<file path="src/verilog/paddlePkg.sv">
// paddle port shared definitions
// position and axis widths, the source select encoding and the
// timing constants of the paddle RC charge model
package paddlePkg;

	// paddle position, also the exported byte of a mouse axis
	typedef logic [7:0] posT;

	// mouse accumulator, wide enough to hold a clamped delta on top of a full axis
	typedef logic signed [8:0] axisT;

	// resistance index into the charge formula
	typedef logic [9:0] kohmT;

	// time in units of ten picoseconds (ns times 100)
	typedef logic [32:0] nsT;

	// active pointing source
	typedef enum logic [1:0] {
		srcPaddle = 2'd0,
		srcStick  = 2'd1,
		srcMouse  = 2'd2
	} sourceE;

	// largest mouse step accepted per packet, either direction
	localparam axisT mouseDeltaMax = 9'sd10;

	// time covered by one ce tick
	localparam nsT nsPerTick = 33'd6984;

	// dump time needed to fully discharge the capacitor
	localparam nsT clearNs = 33'd3352320;

	// charge time at index 0
	localparam nsT chargeBaseNs = 33'd6034284;

	// charge time added per index step
	// the charge curve is linear in the resistance index,
	// so base plus step covers every index
	localparam nsT chargeStepNs = 33'd4532214;

endpackage
</file>
<file path="src/verilog/paddlePort.sv">
// Atari paddle input port
// mouse tracker and source selector produce the paddle position,
// which sets the charge time of the paddle timer model
`timescale 1ns/1ps

module paddlePort (
	input  logic           clk,
	input  logic           arstN,
	input  logic           ce,
	input  logic           invert,
	input  paddlePkg::posT paddle,
	input  logic           paddleBtn,
	input  logic [15:0]    joyA,
	input  logic           stickBtn,
	input  logic [24:0]    ps2Mouse,
	input  logic           dump,
	output paddlePkg::posT position,
	output logic           fire,
	output logic           charged
);
	import paddlePkg::*;

	logic mouseEvent;
	posT  mouseX;
	posT  mouseY;

	mouseTracker u_mouse (
		.clk        (clk),
		.arstN      (arstN),
		.ps2Mouse   (ps2Mouse),
		.mouseEvent (mouseEvent),
		.mouseX     (mouseX),
		.mouseY     (mouseY)
	);

	inputSelect u_select (
		.clk        (clk),
		.arstN      (arstN),
		.invert     (invert),
		.paddle     (paddle),
		.paddleBtn  (paddleBtn),
		.joyA       (joyA),
		.stickBtn   (stickBtn),
		.ps2Mouse   (ps2Mouse),
		.mouseEvent (mouseEvent),
		.mouseX     (mouseX),
		.mouseY     (mouseY),
		.position   (position),
		.fire       (fire)
	);

	// selected position doubles as the timer's resistance setting
	paddleTimer u_timer (
		.clk      (clk),
		.arstN    (arstN),
		.ce       (ce),
		.dump     (dump),
		.position (position),
		.charged  (charged)
	);

endmodule

</file>
<file path="src/verilog/paddleTimer.sv">
// paddle RC charge timer
// models the dump and recharge of the paddle capacitor; charged rises
// once the charge time set by the paddle position has elapsed
`timescale 1ns/1ps

module paddleTimer (
	input  logic           clk,
	input  logic           arstN,
	input  logic           ce,
	input  logic           dump,
	input  paddlePkg::posT position,
	output logic           charged
);
	import paddlePkg::*;

	kohmT kohms;
	nsT   chargeNs;
	nsT   clearCount;
	nsT   highCount;
	logic cleared;
	logic chargeDone;

	// position steps through every fourth of the 1024 resistance indices
	assign kohms = {position, 2'b00};

	// charge time grows linearly with resistance
	assign chargeNs = chargeBaseNs + nsT'(kohms) * chargeStepNs;

	assign cleared    = clearCount >= clearNs;
	assign chargeDone = highCount >= chargeNs;

	always_ff @(posedge clk or negedge arstN) begin
		if (!arstN) begin
			clearCount <= '0;
			highCount  <= '0;
			charged    <= 1'b0;
		end else if (ce) begin
			if (dump) begin
				// capacitor grounded, wait for a full discharge
				if (!cleared) begin
					clearCount <= clearCount + nsPerTick;
				end else begin
					highCount <= '0;
					charged   <= 1'b0;
				end
			end else begin
				clearCount <= '0;
				// charging through the pot until the threshold is crossed
				if (!chargeDone)
					highCount <= highCount + nsPerTick;
				else
					charged <= 1'b1;
			end
		end
	end

endmodule

</file>
<file path="src/verilog/inputSelect.sv">
// input source selector
// picks paddle, stick or mouse as the active pointing source, chooses
// the axis and registers position and fire with optional inversion
`timescale 1ns/1ps

module inputSelect (
	input  logic           clk,
	input  logic           arstN,
	input  logic           invert,
	input  paddlePkg::posT paddle,
	input  logic           paddleBtn,
	input  logic [15:0]    joyA,
	input  logic           stickBtn,
	input  logic [24:0]    ps2Mouse,
	input  logic           mouseEvent,
	input  paddlePkg::posT mouseX,
	input  paddlePkg::posT mouseY,
	output paddlePkg::posT position,
	output logic           fire
);
	import paddlePkg::*;

	sourceE mode;
	logic   ySel;
	logic   stickXHigh;
	posT    nextValue;
	logic   nextFire;
	posT    preValue;
	logic   preFire;

	// stick pushed well to the positive side of X
	assign stickXHigh = !joyA[7] && (joyA[7:0] > 8'd100);

	// later assignments take priority in the mode and axis select
	always_ff @(posedge clk or negedge arstN) begin
		if (!arstN) begin
			mode <= srcPaddle;
			ySel <= 1'b0;
		end else begin
			if (mouseEvent)
				mode <= srcMouse;
			if (stickBtn)
				mode <= srcStick;
			if (paddleBtn)
				mode <= srcPaddle;

			if (mode == srcMouse) begin
				if (ps2Mouse[1])
					ySel <= 1'b1;
				if (ps2Mouse[0])
					ySel <= 1'b0;
			end

			if (mode == srcStick && stickXHigh)
				ySel <= 1'b0;
		end
	end

	// value and button of the active source
	always_comb begin
		case (mode)
			srcStick: begin
				nextValue = ySel ? joyA[15:8] : joyA[7:0];
				nextFire  = stickBtn;
			end
			srcMouse: begin
				nextValue = ySel ? mouseY : mouseX;
				nextFire  = |ps2Mouse[1:0];
			end
			default: begin
				// paddle pot reads offset by half scale
				nextValue = {~paddle[7], paddle[6:0]};
				nextFire  = paddleBtn;
			end
		endcase
	end

	// pre-inversion stage followed by the output register
	always_ff @(posedge clk or negedge arstN) begin
		if (!arstN) begin
			preValue <= '0;
			preFire  <= 1'b0;
			position <= '0;
			fire     <= 1'b0;
		end else begin
			preValue <= nextValue;
			preFire  <= nextFire;
			position <= invert ? ~preValue : preValue;
			fire     <= preFire;
		end
	end

endmodule

</file>
<file path="src/verilog/mouseTracker.sv">
// mouse position tracker
// detects a new PS/2 mouse packet from the strobe toggle, clamps the
// X and Y deltas and accumulates them into saturated 8-bit positions
`timescale 1ns/1ps

module mouseTracker (
	input  logic           clk,
	input  logic           arstN,
	input  logic [24:0]    ps2Mouse,
	output logic           mouseEvent,
	output paddlePkg::posT mouseX,
	output paddlePkg::posT mouseY
);
	import paddlePkg::*;

	logic strobePrev;
	logic strobeChange;
	axisT deltaX;
	axisT deltaY;
	axisT accX;
	axisT accY;

	// limit a raw delta to the allowed step size
	function automatic axisT clampDelta(input axisT delta);
		axisT result;
		result = delta;
		if (delta > mouseDeltaMax)
			result = mouseDeltaMax;
		else if (delta < -mouseDeltaMax)
			result = -mouseDeltaMax;
		return result;
	endfunction

	// add a step to an axis and hold the sum inside -128..127
	function automatic axisT saturateAdd(input axisT acc, input axisT delta);
		logic signed [9:0] sum;
		axisT result;
		sum = {acc[8], acc} + {delta[8], delta};
		if (sum > 10'sd127)
			result = 9'sd127;
		else if (sum < -10'sd128)
			result = -9'sd128;
		else
			result = sum[8:0];
		return result;
	endfunction

	// packet sign bits extend the 8-bit deltas to nine bits
	assign deltaX = {ps2Mouse[4], ps2Mouse[15:8]};
	assign deltaY = {ps2Mouse[5], ps2Mouse[23:16]};

	// a new packet is marked only by a change of the strobe level
	assign strobeChange = strobePrev != ps2Mouse[24];

	always_ff @(posedge clk or negedge arstN) begin
		if (!arstN) begin
			strobePrev <= 1'b0;
			mouseEvent <= 1'b0;
			accX       <= '0;
			accY       <= '0;
		end else begin
			strobePrev <= ps2Mouse[24];
			mouseEvent <= strobeChange;
			if (strobeChange) begin
				accX <= saturateAdd(accX, clampDelta(deltaX));
				accY <= saturateAdd(accY, clampDelta(deltaY));
			end
		end
	end

	// two's complement low byte is the paddle-style position
	assign mouseX = accX[7:0];
	assign mouseY = accY[7:0];

endmodule

</file>
<file path="config.mk">
export PLATFORM = sky130hd
export DESIGN_NAME = paddlePort
export DESIGN_NICKNAME = d
export VERILOG_FILES = /design/src/verilog/paddlePkg.sv /design/src/verilog/paddlePort.sv /design/src/verilog/paddleTimer.sv /design/src/verilog/inputSelect.sv /design/src/verilog/mouseTracker.sv
export SDC_FILE = /design/constraint.sdc
export NUM_CORES = 1
export LEC_CHECK = 0
export BUFFER_PORTS_ARGS = -buffer_cell sky130_fd_sc_hd__buf_2
export CAP_MARGIN = 40
export CORE_MARGIN = 2
export CORE_UTILIZATION = 40
export DETAILED_ROUTE_END_ITERATION = 8
export PLACE_DENSITY = 0.62
export SLEW_MARGIN = 0
export SYNTH_ARGS = -nofsm -noshare
export SYNTH_HDL_FRONTEND = slang
export SYNTH_SLANG_ARGS = --single-unit
</file>
<file path="constraint.sdc">
create_clock -name clk -period 12.1 [get_ports clk]
set_input_delay 1.21 -clock clk [delete_from_list [all_inputs] [get_ports clk]]
set_output_delay 1.21 -clock clk [all_outputs]
set_load 0.005 [all_outputs]
</file>
==> Implementation_results.wiki <==
{| class="wikitable"
! Metric !! Value
|-
| Status || complete, no violations
|-
| Initial antenna violation count || 0
|-
| Die area || 26,800 um^2
|-
| Core region area || 25,100 um^2
|-
| Warnings, synthesis || 0
|-
| Startpoint type of the worst setup path || register
|-
| Maximum operating frequency || between 100 and 150 MHz
|-
| DRC violation count after routing || 0
|-
| Core Rows || 58
|-
| Total setup buffers inserted after CTS || 0
|-
| Top Ports || 66
|-
| Number of buffers inserted by hold repair at cts || 0
|-
| Weighted congestion at the end of routability-driven global placement || 0.805
|-
| Final antenna-violating net count || 0
|-
| Number of nets in the finished design || 1,423
|-
| Number of DRC markers in iteration 0 || between 400 and 500
|-
| Share of post-route cells with drive strength above 1 || 10.9%
|-
| Routed wirelength normalized by instance count || 14.4 um
|-
| Worst skew pair latency || approximately 0.36 ns
|-
| Maximum level of the CTS H-tree || 3
|-
| Worst hold path class || register to register
|-
| Grt ovf || 0
|-
| Initial standard-cell utilization of the core || 40.6%
|-
| Worst slew pin tran || 0.887 ns
|-
| Total CTS buffers || 9
|-
| Clock-pin slew reported for the worst setup and hold paths after clock tree synthesis || 0.07 ns
|-
| Total negative slack || 0 ns
|-
| Vertical extent of the die || roughly 160 um
|-
| Number of endpoints with negative hold slack in the final report || 0
|-
| Antenna Diode Count || 0
|-
| Max-slew headroom || 40.8%
|-
| Worst path arrival time || 8.84 ns
|-
| # Max-Cap Violations || 0
|-
| Async S/R FF share, synth || 100%
|-
| Post-synthesis cell area || 10,200 um^2
|-
| Number of enable-type register cells in the synthesized netlist || 0
|-
| Netlist cell types || 82
|-
| Biggest fanout along the worst timing path || 25
|-
| Worst Hold Margin || 0.351 ns
|-
| DR vias/cell || 5.32
|-
| Number of setup violations in the final report || 0
|-
| Endpoint type of the worst setup path || register
|-
| GRT Total Usage || 17.3%
|-
| Layout Skew || 0.00791 ns
|-
| Placed standard-cell area || 10,900 um^2
|-
| Unrepaired setup endpoints after global routing || false
|-
| Synthesized flop and latch total || 102
|-
| Clock net sink count || 102
|-
| Final cycle utilization of the critical path || a little under three quarters
|-
| First-pass GRT wire length || 38,000 um
|-
| Maximum number of pins on one net before global-route repair || 53
|-
| Period minus WS final || about 8.6 ns
|-
| Die W || between 150 and 200 um
|-
| Required time at the endpoint of the critical path || ~12 ns
|-
| Clock Tree Root || sky130_fd_sc_hd__clkbuf_16
|-
| CTS tree || done
|-
| Number of buffers inserted by port buffering || 61
|-
| Net Count, Synth || between 1,000 and 1,500
|-
| Post-Place Setup Slack || 3.42 ns
|-
| Wire length reported by the detailed router || 22,200 um
|-
| Final HPWL DP || 17,800 um
|-
| Number of optimization iterations in the first detailed-route pass || 5
|-
| Number of global-route vias before repair || 7,874
|-
| Layout overhead on the synthesized area || 9.34%
|-
| Classification of the worst setup path || register to register
|-
| Setup slack after layout || about 3.5 ns
|-
| Dominant register cell in the synthesized netlist || sky130_fd_sc_hd__dfrtp_1
|-
| Quantity of gates resized following cts || 0
|-
| Max clock buf depth || 2
|-
| Pins over their slew limit || 0
|-
| Fraction of the yosys area taken by sequential cells || approximately 25%
|-
| Average cell area after synthesis || 8.82 um^2
|-
| Total non-filler cell area in the finished layout || roughly 11,000 um^2
|-
| Total number of vias || 8,174
|-
| Synthesized instance count || 1,156
|}
per-layer routing:
metal,track usage [%],vias up,wire [um]
met4,3.95,0,285
met5,0,-,0
met3,1.73,22,464
li1,-,4191,-
met1,23.8,3876,10800
met2,29.2,85,10700
layout by cell type (no fill, tap or decap), drive strengths merged, types with 6 or more instances in the layout:
| cell type | Yosys | final |
|---|---|---|
| clkbuf | 24 | 9 |
| xor2 | 45 | 45 |
| a21o | 45 | 45 |
| nand4 | 26 | 26 |
| nor2 | 99 | 99 |
| a31oi | 19 | 19 |
| nand2b | 6 | 6 |
| o21ai | 57 | 57 |
| inv | 113 | 117 |
| a211oi | 14 | 14 |
| fa | 39 | 39 |
| and3 | 7 | 7 |
| ha | 126 | 126 |
| a221oi | 8 | 8 |
| nor2b | 27 | 27 |
| nor3 | 26 | 26 |
| nand3 | 20 | 20 |
| nand2 | 70 | 70 |
| or2 | 10 | 10 |
| dfrtp | 102 | 102 |
| xnor2 | 49 | 49 |
| a21oi | 74 | 74 |
| o21a | 11 | 11 |
| nor4 | 16 | 16 |
| or3 | 18 | 18 |
| mux2 | 14 | 14 |
| buf | 11 | 70 |
metrics by stage:
step	std cells	utilization (%)
2_1_floorplan	1156	-
3_3_place_gp	1516	43.0
3_5_place_dp	1521	43.3
4_1_cts	1537	44.4
5_1_grt	1537	44.4
6_report	1537	44.4
final cells by class:
class,count,area (um^2)
fill,2503,14000
inverter,114,428
tap,330,413
sequential,102,2550
multi-input combinational,905,7070
clock buffer,9,225
timing repair buffer,70,400
clock inverter,7,61.3
worst paths after layout:
kind,depth (start not counted),slack (ns),start,to
max,27,3.50,u_select.position[2]$_DFF_PN0_,u_timer.highCount[25]$_DFFE_PN0P_
max reg2reg,27,3.50,u_select.position[2]$_DFF_PN0_,u_timer.highCount[25]$_DFFE_PN0P_
min in group asynchronous,1,0.73,arstN,u_timer.clearCount[4]$_DFFE_PN0P_
max in group asynchronous,3,10.37,arstN,u_mouse.accX[0]$_DFFE_PN0P_
min reg2reg,0,0.35,u_select.preFire$_DFF_PN0_,u_select.fire$_DFF_PN0_
min,0,0.35,u_select.preFire$_DFF_PN0_,u_select.fire$_DFF_PN0_
cell families after synthesis:
family / Yosys count / synth area share [%]
simple gates: 344 / 17.0
mux: 15 / 1.64
xor+xnor: 94 / 8.08
flops: 102 / 25.0
buf+inv: 149 / 5.65
compound gates: 287 / 19.5
fa+ha+maj: 165 / 23.1
worst max-delay path, stage by stage, from the launching register on:
cell	delay, ns
sky130_fd_sc_hd__dfrtp_1	0.58
sky130_fd_sc_hd__fa_1	0.77
sky130_fd_sc_hd__inv_1	0.14
sky130_fd_sc_hd__fa_1	0.51
sky130_fd_sc_hd__fa_1	0.53
sky130_fd_sc_hd__fa_1	0.52
sky130_fd_sc_hd__inv_1	0.04
sky130_fd_sc_hd__ha_1	0.36
sky130_fd_sc_hd__a21oi_2	0.26
sky130_fd_sc_hd__o21ai_1	0.11
sky130_fd_sc_hd__a221o_1	0.40
sky130_fd_sc_hd__or3_1	0.38
sky130_fd_sc_hd__a222oi_1	0.38
sky130_fd_sc_hd__a21boi_2	0.26
sky130_fd_sc_hd__o21ai_1	0.13
sky130_fd_sc_hd__nor2b_1	0.20
sky130_fd_sc_hd__xor2_1	0.16
sky130_fd_sc_hd__ha_1	0.31
sky130_fd_sc_hd__a21o_1	0.16
sky130_fd_sc_hd__a21o_1	0.17
sky130_fd_sc_hd__a21oi_1	0.13
sky130_fd_sc_hd__o211ai_1	0.11
sky130_fd_sc_hd__a21oi_1	0.63
sky130_fd_sc_hd__a21oi_1	0.20
sky130_fd_sc_hd__nor3b_2	0.18
sky130_fd_sc_hd__buf_4	0.30
sky130_fd_sc_hd__nor2b_1	0.18
sky130_fd_sc_hd__a221o_1	0.37
cells in the mapped netlist (5+ instances only):
library cell | count | area (um^2)
sky130_fd_sc_hd__a31oi_1 | 19 | 119
sky130_fd_sc_hd__nor4_1 | 14 | 87.6
sky130_fd_sc_hd__nor3_1 | 26 | 130
sky130_fd_sc_hd__nor2_1 | 99 | 372
sky130_fd_sc_hd__o21bai_1 | 5 | 37.5
sky130_fd_sc_hd__xnor2_1 | 49 | 429
sky130_fd_sc_hd__nor2b_1 | 27 | 169
sky130_fd_sc_hd__o22ai_1 | 5 | 31.3
sky130_fd_sc_hd__fa_1 | 39 | 781
sky130_fd_sc_hd__a21oi_1 | 71 | 355
sky130_fd_sc_hd__nand2_1 | 70 | 263
sky130_fd_sc_hd__o21a_1 | 11 | 82.6
sky130_fd_sc_hd__nand2b_1 | 6 | 37.5
sky130_fd_sc_hd__a221oi_1 | 8 | 70.1
sky130_fd_sc_hd__or2_2 | 8 | 50.1
sky130_fd_sc_hd__mux2_2 | 14 | 158
sky130_fd_sc_hd__a211oi_1 | 14 | 105
sky130_fd_sc_hd__o21ai_1 | 5 | 25.0
sky130_fd_sc_hd__clkbuf_1 | 24 | 90.1
sky130_fd_sc_hd__or3_1 | 17 | 106
sky130_fd_sc_hd__buf_2 | 7 | 35.0
sky130_fd_sc_hd__ha_1 | 126 | 1580
sky130_fd_sc_hd__a21o_1 | 45 | 338
sky130_fd_sc_hd__and3_1 | 7 | 43.8
sky130_fd_sc_hd__nand4_1 | 26 | 163
sky130_fd_sc_hd__o21ai_0 | 52 | 260
sky130_fd_sc_hd__nand3_1 | 19 | 95.1
sky130_fd_sc_hd__inv_1 | 113 | 424
sky130_fd_sc_hd__dfrtp_1 | 102 | 2550
sky130_fd_sc_hd__xor2_1 | 45 | 394
state kept, by name, indices dropped and copies added, names as in the netlist, 2 cells and up:
name,count
u_timer.clearCount,30
u_select.preValue,8
u_select.position,8
u_select.mode,2
u_timer.highCount,30
u_mouse.accX,9
u_mouse.accY,9
Power is not shown: default switching activity piles up to over one toggle a cycle in this logic, so the estimate is an artifact.
